### src/rv_config.svh
`ifndef RV_CONFIG_SVH
`define RV_CONFIG_SVH

// Datapath and immediate widths
`define ISA_WIDTH 32
`define IMM_WIDTH 32

`define RESET_PC 32'h0000_0000

// ------------------------------------------------------------------------
// Base opcodes
// ------------------------------------------------------------------------
`define OP_LUI    7'b0110111
`define OP_AUIPC  7'b0010111
`define OP_JAL    7'b1101111
`define OP_JALR   7'b1100111
`define OP_BRANCH 7'b1100011
`define OP_LOAD   7'b0000011
`define OP_STORE  7'b0100011
`define OP_IMM    7'b0010011
`define OP_REG    7'b0110011
`define OP_SYSTEM 7'b1110011

`endif
### src/rv_pkg.sv
package rv_pkg;

    typedef enum logic [4:0] {
        INST_NONE,
        INST_AUIPC, INST_JAL, INST_JALR,
        INST_BEQ, INST_BNE,
        INST_LW, INST_LBU, INST_SH, INST_SW,
        INST_ADDI, INST_SLTIU, INST_ANDI, INST_SRAI,
        INST_ADD, INST_SUB, INST_SLL, INST_SLTU, INST_XOR, INST_OR,
        INST_EBREAK
    } inst_num_e;

    typedef enum logic [2:0] {
        TYPE_NONE, R, I, S, B, U, J
    } inst_type_e;

    // ------------------------------------------------------------------------
    // One view per instruction format, all 32 bits wide
    // ------------------------------------------------------------------------
    typedef struct packed {
        logic [6:0] funct7;
        logic [4:0] rs2;
        logic [4:0] rs1;
        logic [2:0] funct3;
        logic [4:0] rd;
        logic [6:0] opcode;
    } r_fmt_t;

    typedef struct packed {
        logic [11:0] imm;
        logic [4:0]  rs1;
        logic [2:0]  funct3;
        logic [4:0]  rd;
        logic [6:0]  opcode;
    } i_fmt_t;

    typedef struct packed {
        logic [6:0] imm_hi; // imm[11:5]
        logic [4:0] rs2;
        logic [4:0] rs1;
        logic [2:0] funct3;
        logic [4:0] imm_lo; // imm[4:0]
        logic [6:0] opcode;
    } s_fmt_t;

    typedef struct packed {
        logic       imm_12;
        logic [5:0] imm_10_5;
        logic [4:0] rs2;
        logic [4:0] rs1;
        logic [2:0] funct3;
        logic [3:0] imm_4_1;
        logic       imm_11;
        logic [6:0] opcode;
    } b_fmt_t;

    typedef struct packed {
        logic [19:0] imm_31_12;
        logic [4:0]  rd;
        logic [6:0]  opcode;
    } u_fmt_t;

    typedef struct packed {
        logic       imm_20;
        logic [9:0] imm_10_1;
        logic       imm_11;
        logic [7:0] imm_19_12;
        logic [4:0] rd;
        logic [6:0] opcode;
    } j_fmt_t;

    typedef union packed {
        r_fmt_t r;
        i_fmt_t i;
        s_fmt_t s;
        b_fmt_t b;
        u_fmt_t u;
        j_fmt_t j;
    } rv_inst_u;

endpackage

### src/rv_core.sv
`timescale 1ns/10ps
`include "rv_config.svh"

module rv_core (
    input  logic                  clk,
    input  logic                  rst_n,
    output logic [`ISA_WIDTH-1:0] inst_addr,
    input  logic [`ISA_WIDTH-1:0] inst,
    output logic [`ISA_WIDTH-1:0] dmem_addr,
    output logic [`ISA_WIDTH-1:0] dmem_wdata,
    output logic [3:0]            dmem_wmask,
    output logic                  dmem_we,
    input  logic [`ISA_WIDTH-1:0] dmem_rdata,
    output logic                  halt
);

    import rv_pkg::*;

    logic [`ISA_WIDTH-1:0] pc;
    logic [`ISA_WIDTH-1:0] pc_in;
    logic                  pc_w_en;
    logic                  commit;

    inst_num_e             inst_num;
    inst_type_e            inst_type;
    logic [4:0]            rs1;
    logic [4:0]            rs2;
    logic [4:0]            rd;
    logic [`IMM_WIDTH-1:0] imm;

    logic [`ISA_WIDTH-1:0] src1;
    logic [`ISA_WIDTH-1:0] src2;
    logic [`ISA_WIDTH-1:0] alu_result;
    logic [`ISA_WIDTH-1:0] mem_r;
    logic                  dmem_store;
    logic                  rd_we;
    logic [`ISA_WIDTH-1:0] rd_data;

    assign inst_addr = pc;
    assign commit    = pc_w_en && !halt && rst_n; // nothing retires in reset or once halted

    // ------------------------------------------------------------------------
    // PC and halt flag
    // ------------------------------------------------------------------------
    always_ff @(posedge clk or negedge rst_n) begin
        if (!rst_n) begin
            pc   <= `RESET_PC;
            halt <= 1'b0;
        end else if (commit) begin
            pc <= pc_in;
            if (inst_num == INST_EBREAK) halt <= 1'b1; // sticky
        end
    end

    // ------------------------------------------------------------------------
    // Write-back
    // ------------------------------------------------------------------------
    assign rd_we   = commit && (inst_type inside {R, I, U, J}) && (inst_num != INST_EBREAK);
    assign dmem_we = commit && dmem_store;

    always_comb begin
        case (inst_num)
            INST_JAL, INST_JALR: rd_data = pc + `ISA_WIDTH'd4; // Link address
            INST_LW, INST_LBU:   rd_data = mem_r;
            default:             rd_data = alu_result;
        endcase
    end

    idu idu_i (
        .inst      (inst),
        .inst_num  (inst_num),
        .inst_type (inst_type),
        .rs1       (rs1),
        .rs2       (rs2),
        .rd        (rd),
        .imm       (imm)
    );

    regfile regfile_i (
        .clk     (clk),
        .rst_n   (rst_n),
        .rs1     (rs1),
        .rs2     (rs2),
        .rd      (rd),
        .rd_we   (rd_we),
        .rd_data (rd_data),
        .src1    (src1),
        .src2    (src2)
    );

    exu_alu exu_alu_i (
        .inst_num   (inst_num),
        .src1       (src1),
        .src2       (src2),
        .imm        (imm),
        .pc         (pc),
        .alu_result (alu_result)
    );

    exu_pc exu_pc_i (
        .inst_num   (inst_num),
        .inst_type  (inst_type),
        .imm        (imm),
        .pc_out     (pc),
        .src1       (src1),
        .alu_result (alu_result),
        .pc_in      (pc_in),
        .pc_w_en    (pc_w_en)
    );

    lsu lsu_i (
        .inst_num   (inst_num),
        .alu_result (alu_result),
        .src2       (src2),
        .dmem_addr  (dmem_addr),
        .dmem_wdata (dmem_wdata),
        .dmem_wmask (dmem_wmask),
        .dmem_store (dmem_store),
        .dmem_rdata (dmem_rdata),
        .mem_r      (mem_r)
    );

endmodule

### src/lsu.sv
`timescale 1ns/10ps
`include "rv_config.svh"

module lsu (
    input  rv_pkg::inst_num_e     inst_num,
    input  logic [`ISA_WIDTH-1:0] alu_result,
    input  logic [`ISA_WIDTH-1:0] src2,
    output logic [`ISA_WIDTH-1:0] dmem_addr,
    output logic [`ISA_WIDTH-1:0] dmem_wdata,
    output logic [3:0]            dmem_wmask,
    output logic                  dmem_store,
    input  logic [`ISA_WIDTH-1:0] dmem_rdata,
    output logic [`ISA_WIDTH-1:0] mem_r
);

    import rv_pkg::*;

    logic [1:0] lane;
    logic [7:0] rd_byte;

    assign lane      = alu_result[1:0];
    assign dmem_addr = {alu_result[`ISA_WIDTH-1:2], 2'b00}; // Word aligned

    // ------------------------------------------------------------------------
    // Store side
    // ------------------------------------------------------------------------
    assign dmem_store = (inst_num == INST_SH) || (inst_num == INST_SW);
    assign dmem_wdata = (inst_num == INST_SH) ? {2{src2[15:0]}} : src2;

    always_comb begin
        case (inst_num)
            INST_SH: dmem_wmask = lane[1] ? 4'b1100 : 4'b0011;
            INST_SW: dmem_wmask = 4'b1111;
            default: dmem_wmask = 4'b0000;
        endcase
    end

    // ------------------------------------------------------------------------
    // Load side
    // ------------------------------------------------------------------------
    assign rd_byte = dmem_rdata[{lane, 3'b000} +: 8];

    always_comb begin
        case (inst_num)
            INST_LW:  mem_r = dmem_rdata;
            INST_LBU: mem_r = `ISA_WIDTH'(rd_byte); // zero extended
            default:  mem_r = '0;
        endcase
    end

endmodule

### src/exu_pc.sv
`timescale 1ns/10ps
`include "rv_config.svh"

module exu_pc (
    input  rv_pkg::inst_num_e     inst_num,
    input  rv_pkg::inst_type_e    inst_type,
    input  logic [`IMM_WIDTH-1:0] imm,
    input  logic [`ISA_WIDTH-1:0] pc_out,
    input  logic [`ISA_WIDTH-1:0] src1,
    input  logic [`ISA_WIDTH-1:0] alu_result,
    output logic [`ISA_WIDTH-1:0] pc_in,
    output logic                  pc_w_en
);

    import rv_pkg::*;

    logic                  is_jalr;
    logic                  taken;
    logic [`ISA_WIDTH-1:0] adder_a;
    logic [`ISA_WIDTH-1:0] adder_b;
    logic [`ISA_WIDTH-1:0] adder_s;

    assign is_jalr = (inst_num == INST_JALR);
    assign taken   = alu_result[0] && (inst_num inside {INST_BEQ, INST_BNE});

    // ------------------------------------------------------------------------
    // Next-PC adder
    // ------------------------------------------------------------------------
    assign adder_a = is_jalr ? src1 : pc_out;
    assign adder_b = (inst_num == INST_JAL || is_jalr || taken) ? imm : `ISA_WIDTH'd4;
    assign adder_s = adder_a + adder_b;

    // jalr target drops bit 0
    assign pc_in = {adder_s[`ISA_WIDTH-1:1], adder_s[0] & ~is_jalr};

    always_comb begin
        case (inst_type)
            R, I, S, B, U, J: pc_w_en = 1'b1;
            default:          pc_w_en = 1'b0; // unknown word, hold the PC
        endcase
    end

endmodule

### src/exu_alu.sv
`timescale 1ns/10ps
`include "rv_config.svh"

module exu_alu (
    input  rv_pkg::inst_num_e     inst_num,
    input  logic [`ISA_WIDTH-1:0] src1,
    input  logic [`ISA_WIDTH-1:0] src2,
    input  logic [`IMM_WIDTH-1:0] imm,
    input  logic [`ISA_WIDTH-1:0] pc,
    output logic [`ISA_WIDTH-1:0] alu_result
);

    import rv_pkg::*;

    logic                  use_imm;
    logic [`ISA_WIDTH-1:0] op_b;

    // I-type arithmetic and address calculation take the immediate
    assign use_imm = inst_num inside {INST_ADDI, INST_SLTIU, INST_ANDI, INST_SRAI,
                                      INST_LW, INST_LBU, INST_SH, INST_SW};
    assign op_b    = use_imm ? imm : src2;

    always_comb begin
        case (inst_num)
            INST_AUIPC:                  alu_result = pc + imm;
            INST_ADD, INST_ADDI,
            INST_LW, INST_LBU,
            INST_SH, INST_SW:            alu_result = src1 + op_b;
            INST_SUB:                    alu_result = src1 - src2;
            INST_SLTU, INST_SLTIU:       alu_result = `ISA_WIDTH'(src1 < op_b);
            INST_ANDI:                   alu_result = src1 & op_b;
            INST_XOR:                    alu_result = src1 ^ src2;
            INST_OR:                     alu_result = src1 | src2;
            INST_SLL:                    alu_result = src1 << op_b[4:0];
            INST_SRAI:                   alu_result = `ISA_WIDTH'($signed(src1) >>> op_b[4:0]);
            // Branch condition in bit 0
            INST_BEQ:                    alu_result = `ISA_WIDTH'(src1 == src2);
            INST_BNE:                    alu_result = `ISA_WIDTH'(src1 != src2);
            default:                     alu_result = '0;
        endcase
    end

endmodule

### src/regfile.sv
`timescale 1ns/10ps
`include "rv_config.svh"

module regfile (
    input  logic                  clk,
    input  logic                  rst_n,
    input  logic [4:0]            rs1,
    input  logic [4:0]            rs2,
    input  logic [4:0]            rd,
    input  logic                  rd_we,
    input  logic [`ISA_WIDTH-1:0] rd_data,
    output logic [`ISA_WIDTH-1:0] src1,
    output logic [`ISA_WIDTH-1:0] src2
);

    logic [`ISA_WIDTH-1:0] regs [32];

    always_ff @(posedge clk or negedge rst_n) begin
        if (!rst_n) begin
            for (int k = 0; k < 32; k++) begin
                regs[k] <= '0;
            end
        end else if (rd_we && rd != 5'd0) begin // x0 is never written
            regs[rd] <= rd_data;
        end
    end

    // Asynchronous read
    assign src1 = regs[rs1];
    assign src2 = regs[rs2];

endmodule

### src/idu.sv
`timescale 1ns/10ps
`include "rv_config.svh"

module idu (
    input  rv_pkg::rv_inst_u          inst,
    output rv_pkg::inst_num_e         inst_num,
    output rv_pkg::inst_type_e        inst_type,
    output logic [4:0]                rs1,
    output logic [4:0]                rs2,
    output logic [4:0]                rd,
    output logic [`IMM_WIDTH-1:0]     imm
);

    import rv_pkg::*;

    // Register indices sit at the same place in every format
    assign rs1 = inst.r.rs1;
    assign rs2 = inst.r.rs2;
    assign rd  = inst.r.rd;

    // ------------------------------------------------------------------------
    // Instruction match
    // ------------------------------------------------------------------------
    always_comb begin
        inst_num = INST_NONE;
        case (inst.r.opcode)
            `OP_AUIPC: inst_num = INST_AUIPC;
            `OP_JAL:   inst_num = INST_JAL;
            `OP_JALR: begin
                if (inst.i.funct3 == 3'b000) inst_num = INST_JALR;
            end
            `OP_BRANCH: begin
                case (inst.b.funct3)
                    3'b000:  inst_num = INST_BEQ;
                    3'b001:  inst_num = INST_BNE;
                    default: inst_num = INST_NONE;
                endcase
            end
            `OP_LOAD: begin
                case (inst.i.funct3)
                    3'b010:  inst_num = INST_LW;
                    3'b100:  inst_num = INST_LBU;
                    default: inst_num = INST_NONE;
                endcase
            end
            `OP_STORE: begin
                case (inst.s.funct3)
                    3'b001:  inst_num = INST_SH;
                    3'b010:  inst_num = INST_SW;
                    default: inst_num = INST_NONE;
                endcase
            end
            `OP_IMM: begin
                case (inst.i.funct3)
                    3'b000: inst_num = INST_ADDI;
                    3'b011: inst_num = INST_SLTIU;
                    3'b111: inst_num = INST_ANDI;
                    3'b101: begin
                        if (inst.r.funct7 == 7'b0100000) inst_num = INST_SRAI;
                    end
                    default: inst_num = INST_NONE;
                endcase
            end
            `OP_REG: begin
                case ({inst.r.funct7, inst.r.funct3})
                    10'b0000000_000: inst_num = INST_ADD;
                    10'b0100000_000: inst_num = INST_SUB;
                    10'b0000000_001: inst_num = INST_SLL;
                    10'b0000000_011: inst_num = INST_SLTU;
                    10'b0000000_100: inst_num = INST_XOR;
                    10'b0000000_110: inst_num = INST_OR;
                    default:         inst_num = INST_NONE;
                endcase
            end
            `OP_SYSTEM: begin
                if (inst.i.imm == 12'h001 && inst.i.rs1 == 5'd0 &&
                    inst.i.funct3 == 3'b000 && inst.i.rd == 5'd0) begin
                    inst_num = INST_EBREAK;
                end
            end
            default: inst_num = INST_NONE;
        endcase
    end

    always_comb begin
        case (inst_num)
            INST_ADD, INST_SUB, INST_SLL, INST_SLTU, INST_XOR, INST_OR: inst_type = R;
            INST_JALR, INST_LW, INST_LBU, INST_ADDI, INST_SLTIU, INST_ANDI,
            INST_SRAI, INST_EBREAK:                                     inst_type = I;
            INST_SH, INST_SW:                                           inst_type = S;
            INST_BEQ, INST_BNE:                                         inst_type = B;
            INST_AUIPC:                                                 inst_type = U;
            INST_JAL:                                                   inst_type = J;
            default:                                                    inst_type = TYPE_NONE;
        endcase
    end

    // ------------------------------------------------------------------------
    // Immediate, built by format and sign extended
    // ------------------------------------------------------------------------
    always_comb begin
        case (inst.r.opcode)
            `OP_LUI, `OP_AUIPC:
                imm = `IMM_WIDTH'($signed({inst.u.imm_31_12, 12'b0}));
            `OP_JAL:
                imm = `IMM_WIDTH'($signed({inst.j.imm_20, inst.j.imm_19_12, inst.j.imm_11,
                                           inst.j.imm_10_1, 1'b0}));
            `OP_BRANCH:
                imm = `IMM_WIDTH'($signed({inst.b.imm_12, inst.b.imm_11, inst.b.imm_10_5,
                                           inst.b.imm_4_1, 1'b0}));
            `OP_STORE:
                imm = `IMM_WIDTH'($signed({inst.s.imm_hi, inst.s.imm_lo}));
            `OP_JALR, `OP_LOAD, `OP_IMM, `OP_SYSTEM:
                imm = `IMM_WIDTH'($signed(inst.i.imm));
            default:
                imm = '0;
        endcase
    end

endmodule

### config.mk
export PLATFORM = sky130hd
export DESIGN_NAME = rv_core
export DESIGN_NICKNAME = d
export VERILOG_FILES = /design/src/rv_pkg.sv /design/src/rv_core.sv /design/src/lsu.sv /design/src/exu_pc.sv /design/src/exu_alu.sv /design/src/regfile.sv /design/src/idu.sv
export VERILOG_INCLUDE_DIRS = /design/src /design/src/src
export SDC_FILE = /design/constraint.sdc
export NUM_CORES = 2
export LEC_CHECK = 0
export ABC_AREA = 1
export BUFFER_PORTS_ARGS = -buffer_cell sky130_fd_sc_hd__buf_2
export CAP_MARGIN = 20
export CORE_ASPECT_RATIO = 1.25
export CORE_MARGIN = 8
export CORE_UTILIZATION = 40
export DETAILED_ROUTE_END_ITERATION = 8
export PLACE_DENSITY = 0.53
export RECOVER_POWER = 25
export SLEW_MARGIN = 40
export SYNTH_ARGS = -nofsm -noshare
export SYNTH_HDL_FRONTEND = slang
export SYNTH_SLANG_ARGS = --single-unit
### constraint.sdc
create_clock -name clk -period 13.4 [get_ports clk]
set_input_delay 3.35 -clock clk [delete_from_list [all_inputs] [get_ports clk]]
set_output_delay 3.35 -clock clk [all_outputs]
set_load 0.1 [all_outputs]
Word-level counts from Yosys, hierarchy flattened
Memory sizes are Yosys's and may differ from the RTL's.
Index checks and enable logic that the tools add are counted.
{"block": "word_totals", "register_bits": 1057, "mem_bits_ro": 96, "in_bits": 66, "out_inout_bits": 102, "elab_cells": 168, "memories": 1}
{"block": "classes", "add_sub_neg": 5, "order_cmp": 5, "n_eq_ne": 52, "n_shift": 3, "muxes": 29, "bitwise_logic": 8, "n_reduce_logical": 31}
{"name": "(name not given)", "words": 32, "word_bits": 3, "rd": 1, "rd_ports_with_merged_regs": 0, "wr": 0, "line_no": "idu.sv:86", "source": "case (inst_num)"}
{"operator": "bitwise mux 1024 bit", "n": 1}
{"operator": "case mux 32 bit (11 select lines)", "n": 1}
{"operator": "binary-select mux 32 bit (select 5 bit)", "n": 2}
{"operator": "two-way mux 32 bit", "n": 9}
{"operator": "demux 32 bit (select 5 bit)", "n": 1}
{"operator": "case mux 32 bit (5 select lines)", "n": 1}
{"operator": "case mux 32 bit (2 select lines)", "n": 2}
{"operator": "adder 32 bit", "n": 3}
{"operator": "case mux 5 bit (9 select lines)", "n": 1}
{"operator": "equality test 5 x 4 -> 1 bit (second input constant)", "n": 8}
{"operator": "adder 32 x 3 -> 32 bit (second input constant)", "n": 1}
{"operator": "bitwise AND 32 bit", "n": 1}
{"operator": "equality test 32 bit", "n": 1}
{"operator": "< comparator 32 bit", "n": 1}
{"operator": "!= test 32 bit", "n": 1}
{"operator": "bitwise OR 32 bit", "n": 1}
{"operator": "variable part select 32 x 6 -> 8 bit", "n": 1}
{"operator": "left shift 32 x 5 -> 32 bit", "n": 1}
{"operator": ">>> shifter 32 x 5 -> 32 bit", "n": 1}
{"operator": "subtractor 32 bit", "n": 1}
{"operator": "XOR 32 bit", "n": 1}
{"operator": "case mux 5 bit (6 select lines)", "n": 1}
{"operator": "equality test 7 x 6 -> 1 bit (second input constant)", "n": 4}
{"operator": "equality test 7 bit (second input constant)", "n": 4}
{"operator": "41 further kinds", "n": 84}

Logic depth before layout (Yosys ltp)
{"block": "depth", "depth_word": 16, "mapped_depth": 61, "ltp_nobuf": 56}

By module
From an unflattened synthesis, not the netlist that was laid out.
{"block": "hier_totals", "hier_cells": 12196, "area_unflattened_um2": 77129.0}
{"module": "regfile", "instances": 1, "cells_each": 8270, "area_each_um2": 56110.1, "seq_area_each_um2": 25624.6}
{"module": "exu_alu", "instances": 1, "cells_each": 2352, "area_each_um2": 12199.2, "seq_area_each_um2": 0.0}
{"module": "exu_pc", "instances": 1, "cells_each": 617, "area_each_um2": 3231.8, "seq_area_each_um2": 0.0}
{"module": "rv_core", "instances": 1, "cells_each": 455, "area_each_um2": 2802.7, "seq_area_each_um2": 825.8}
{"module": "lsu", "instances": 1, "cells_each": 262, "area_each_um2": 1508.9, "seq_area_each_um2": 0.0}
{"module": "idu", "instances": 1, "cells_each": 240, "area_each_um2": 1276.2, "seq_area_each_um2": 0.0}

Least setup slack after synthesis
No wires, ideal clock.
{"block": "synth_path", "path_type": "input -> output", "start": "in inst[20]", "end": "out dmem_addr[24]", "arrival_ns": 10.721, "required_ns": 10.050, "setup_slack_ns": -0.671, "path_stages": 31, "path_buffers": 7, "cell_sequence": "buf_2 > inv_1 > buf_2 > buf_2 > buf_2 > clkbuf_1 > clkbuf_1 > clkbuf_1 > a21oi_1 > nor3_1 > o31ai_1 > o21ai_0 > inv_1 > ha_1 > nand2_1 > inv_1 > nand2_1 > nand2_1 > inv_1 > o21ai_0 > nand2_1 > nand2_1 > a21oi_1 > o21ai_0 > nand2_1 > nand2_1 > or2_2 > a21oi_1 > nand2_1 > a21oi_1 > nand4_1"}
{"block": "synth_between", "elab_chain_len": 11, "word_cells_on_any_way": 41, "classes_between": "3 x add/sub; 18 x eq/ne; 2 x shift; 8 x mux; 4 x bitwise; 6 x reduce/logical"}
{"item": "from (decl)", "line_no": "rv_core.sv:8", "source": "input logic [`ISA_WIDTH-1:0] inst,"}
{"item": "equality test 12 x 1 -> 1 bit", "line_no": "idu.sv:76", "source": "if (inst.i.imm == 12'h001 && inst.i.rs1 == 5'd0 &&"}
{"item": "logical AND 1 bit (2 in series)", "line_no": "idu.sv:76"}
{"item": "logical AND 1 bit", "line_no": "idu.sv:77", "source": "inst.i.funct3 == 3'b000 && inst.i.rd == 5'd0) begin"}
{"item": "two-way mux 5 bit", "line_no": "idu.sv:76"}
{"item": "case mux 5 bit (9 select lines)", "line_no": "idu.sv:26", "source": "case (inst.r.opcode)"}
{"item": "equality test 5 x 4 -> 1 bit or equality test 5 x 3 -> 1 bit (tied branches)", "line_no": "exu_alu.sv:19, exu_alu.sv:24"}
{"item": "nonzero test 8 bit", "line_no": "exu_alu.sv:19", "source": "assign use_imm = inst_num inside {INST_ADDI, INST_SLTIU, INST_ANDI, INST_SRAI,"}
{"item": "two-way mux 32 bit", "line_no": "exu_alu.sv:21", "source": "assign op_b = use_imm ? imm : src2;"}
{"item": "adder 32 bit (tied with other cells)", "line_no": "exu_alu.sv:28", "source": "INST_SH, INST_SW: alu_result = src1 + op_b;"}
{"item": "case mux 32 bit (11 select lines) *", "line_no": "exu_alu.sv:24", "source": "case (inst_num)"}
{"item": "to (decl)", "line_no": "rv_core.sv:9", "source": "output logic [`ISA_WIDTH-1:0] dmem_addr,"}
Mark *: on every way between the ends. The rest lies on a longest branch, timed or not. The select of a mux whose other input is x is not followed.

Final worst setup path
{"block": "layout_path", "start": "in inst[25]", "end": "out dmem_addr[17]"}
The elaborated chain is that of the path after synthesis.

==> flow_metrics.env <==
export IMPL_grt_use_total_pct=39.35
export IMPL_clk_path_buf_depth=3
export IMPL_area_growth_pct=13.38
export IMPL_finalHoldViolations=0
export IMPL_drt_iter0_drc=10650
export IMPL_startpoint_type="primary input"
export IMPL_num_vias=83900
export IMPL_slew_headroom_pct=-204.2
export IMPL_yosys_register_bits=1057
export IMPL_combPwrFrac_pct=24.1
export IMPL_post_place_ws_ns=0.2587
export IMPL_drt_wl_total_um=412100
export IMPL_worst_slew_pin_transition_ns=4.564
export IMPL_hold_path_class="flop to flop"
export IMPL_status="finished with violations"
export IMPL_grt_pass1_wl_um=580200
export IMPL_drive_gt1_share_pct=10.07
export IMPL_critical_path_endpoint="dmem_addr[17]"
export IMPL_viasPerCell=6.080
export IMPL_htree_levels=3
export IMPL_clock_sinks=1057
export IMPL_crit_path_max_fanout=9
export IMPL_crit_start="inst[25]"
export IMPL_crit_slowest_cell="a211oi_4"
export IMPL_async_reset_ff_share_pct=100.0
export IMPL_clock_fmax_ghz=0.07676
export IMPL_die_height_um=497.6
export IMPL_antenna_found_initial=20
export IMPL_numCtsBuffers=118
export IMPL_io_buffer_count=165
export IMPL_setup_viol=0
export IMPL_fillers=19240
export IMPL_synth_edf_count=0
export IMPL_violations="capacitance limit, slew limit"
export IMPL_ff2ff_path_depth=52
export IMPL_die_area_sq_um=199700
export IMPL_grt_pass1_vias=78940
export IMPL_ys_types=75
export IMPL_root_buffer="clkbuf_16"
export IMPL_postSynthCellCount=11270
export IMPL_drtAntennaViolNets=0
export IMPL_cell_internal_pwr_mw=5.803
export IMPL_netSwitchingFraction_pct=35.18
export IMPL_rsz0062_at_grt="no"
export IMPL_pwr_share_seq_pct=36.3
export IMPL_worst_ep_required_time_ns=10.05
export IMPL_reg2reg_slack_ns=4.76
export IMPL_register_area_sq_um=26450
export IMPL_post_cts_buffers=0
export IMPL_crit_arrival_ns=9.68
export IMPL_period_share_pct=97.22
export IMPL_yosysSeqAreaShare_pct=35.63
export IMPL_ys_warn_count=0
export IMPL_grt_start_max_net_pins=143
export IMPL_critPathMaxStageDelay_ns=0.42
export IMPL_power_frac_clock_pct=39.6
export IMPL_route_met2_wl_um=182600
export IMPL_r2r_end="inst_addr[28]"
export IMPL_fin_ws_ns=0.3720
export IMPL_cts_reportedPaths_clkPinSlew_ns=0.06
export IMPL_cts_tree="done"
export IMPL_setup_tns_ns=0
export IMPL_p_switching_mw=3.149
export IMPL_timing_rr_start="regfile_i.regs[361]"
export IMPL_gp_congestion=1.082
export IMPL_top_layer="met5"
export IMPL_crit_path_frequent_cell="nand2_1"
export IMPL_dr_pass1_iters=6
export IMPL_boundaryPins=168
export IMPL_post_route_drc_count=0
export IMPL_maxCapViolations=8
export IMPL_skew_ns=0.06872
export IMPL_synth_flop_cell="dfrtp_1"
export IMPL_wire_per_inst_um=29.87
export IMPL_rows=177
export IMPL_worst_setup_path_type="primary input to primary output"
export IMPL_slew_violations=469
export IMPL_grt_overflow=0
export IMPL_synth_area_sq_um=74230
export IMPL_wl_met3_um=39330
export IMPL_initial_core_util_pct=40.05
export IMPL_cp_end_kind="primary output"
export IMPL_coreArea_sq_um=185400
export IMPL_dp_hpwl_um=280700
export IMPL_vdd_ir_drop_max_mv=0.1288
export IMPL_cellPowerDensity_nw_per_um2=106.4
export IMPL_leakagePower_nw=41.30
export IMPL_synth_avg_cell_area_sq_um=6.590
export IMPL_clock_latency_ns=0.80
export IMPL_die_w_um=401.3
export IMPL_min_period_ns=13.03
export IMPL_multi_input_area_sq_um=40960
export IMPL_num_nets_final=11530
export IMPL_met1_length_um=152300
power by group through the flow:
stage	Sequential (mW)	Combinational, mW	Clock [mW]
6_report	3.25	2.16	3.55
5_1_grt	3.24	2.28	3.70
4_1_cts	3.24	2.10	3.59
3_5_place_dp	3.30	2.10	0
3_3_place_gp	3.30	2.10	0
2_1_floorplan	3.39	1.09	0
cells by family after synthesis:
kind of cell / count (synthesis) / synth area share, %
buffers and inverters: 1761 / 9.607
other: 1 / 0.005052
multiplexers: 2 / 0.02697
AO/OA/AOI/OAI: 3004 / 22.34
XOR/XNOR: 54 / 0.6371
AND/OR/NAND/NOR: 5185 / 28.32
flip-flops: 1057 / 35.63
adder cells (fa/ha/maj): 201 / 3.428
stage by stage:
stage / cells / power [mW] / utilization (%) / cell area, sq um / hold WS (ns)
2_1_floorplan: 11270 / 4.472 / - / 74240 / 0.4290
3_3_place_gp: 13560 / 5.404 / 43.02 / 79750 / 0.3646
3_5_place_dp: 13560 / 5.399 / 43.14 / 79970 / 0.3656
4_1_cts: 13780 / 8.934 / 45.38 / 84130 / 0.3797
5_1_grt: 13790 / 9.224 / 45.40 / 84150 / 0.3850
6_report: 13800 / 8.952 / 45.41 / 84170 / 0.3769
layout make-up:
cell class / instances / area share, %
Inverter: 885 / 4.011
Clock inverter: 47 / 0.7670
Multi-Input combinational cell: 8448 / 48.67
Clock buffer: 174 / 4.176
Sequential cell: 1057 / 31.43
Tap cell: 2416 / 3.591
Timing Repair Buffer: 757 / 7.320
Antenna cell: 15 / 0.04460
placed cells by master, fill, tap and decap left out, types with 63 or more instances in the layout:
master	instances
inv_1	831
a21oi_1	1069
clkbuf_16	119
a31oi_1	83
buf_4	539
buf_2	133
o21ai_0	1273
nor2_1	477
o21ai_1	101
nor3_1	63
nand2_1	3692
dfrtp_1	1057
o211ai_1	100
nand3_1	761
ha_1	197
synth_stat cells, types with 5 or more instances:
master / number / share of area [%]
nand2_1: 3702 / 19
o21ai_0: 1281 / 8.6
a21oi_1: 1069 / 7.2
dfrtp_1: 1057 / 36
inv_1: 856 / 4.3
nand3_1: 770 / 5.2
clkbuf_1: 508 / 2.6
nor2_1: 489 / 2.5
ha_1: 197 / 3.3
buf_2: 177 / 1.2
buf_1: 127 / 0.64
o211ai_1: 100 / 1.0
o21ai_1: 94 / 0.63
a31oi_1: 85 / 0.72
nor3_1: 71 / 0.48
a211oi_1: 54 / 0.55
buf_4: 49 / 0.50
a221oi_1: 44 / 0.52
o22ai_1: 40 / 0.34
a311oi_1: 37 / 0.44
xor2_1: 37 / 0.44
o221ai_1: 34 / 0.40
nand4_1: 30 / 0.25
or2_2: 28 / 0.24
nand2_2: 22 / 0.19
a22oi_1: 21 / 0.21
o311ai_0: 21 / 0.25
nor4_1: 19 / 0.16
o31ai_1: 19 / 0.19
a32o_1: 18 / 0.24
inv_2: 18 / 0.091
xnor2_1: 17 / 0.20
buf_6: 14 / 0.21
nor2_2: 14 / 0.12
a21boi_0: 12 / 0.12
nand3_2: 10 / 0.13
o21a_1: 9 / 0.091
o21bai_1: 9 / 0.091
a2111oi_0: 8 / 0.094
clkinv_1: 8 / 0.040
a21o_1: 7 / 0.071
o2111ai_1: 7 / 0.083
nand2_4: 5 / 0.076
layer usage:
metal / vias up / global-route usage [%]
li1: 37250 / -
met5: - / 0
met2: 5285 / 61.99
met1: 40050 / 47.29
met4: 8 / 29.43
met3: 1308 / 8.318
flip-flops by register name, indices dropped and copies added (netlist names):
register / cells
halt: 1
inst_addr: 32
regfile_i.regs: 1024
how the worst min path moves through the flow:
stage | startpoint | endpoint | slack (ns) | cells after the start
global route | regfile_i.regs[1010] | regfile_i.regs[1010] | 0.39 | 0
CTS | regfile_i.regs[1010] | regfile_i.regs[1010] | 0.38 | 0
floorplan | regfile_i.regs[1000] | regfile_i.regs[1000] | 0.43 | 1
detailed placement | regfile_i.regs[1010] | regfile_i.regs[1010] | 0.37 | 0
global placement | regfile_i.regs[1020] | regfile_i.regs[1020] | 0.36 | 0
finish | regfile_i.regs[1010] | regfile_i.regs[1010] | 0.38 | 0
worst max-delay path, delay by kind of cell:
kind	cells	cell delay, ns
AOI/OAI and AO/OA	9	1.70
xor gates and xnor gates	1	0.28
adders and majority gates	2	0.61
buffers and inverters	10	1.60
and+or+nand+nor	15	2.10
what timing repair did:
item	in CTS	in global routing
hold buffers	0	0
setup endpoints to repair	0	3
gates resized for setup	0	3
(Power assumes the default switching activity.)
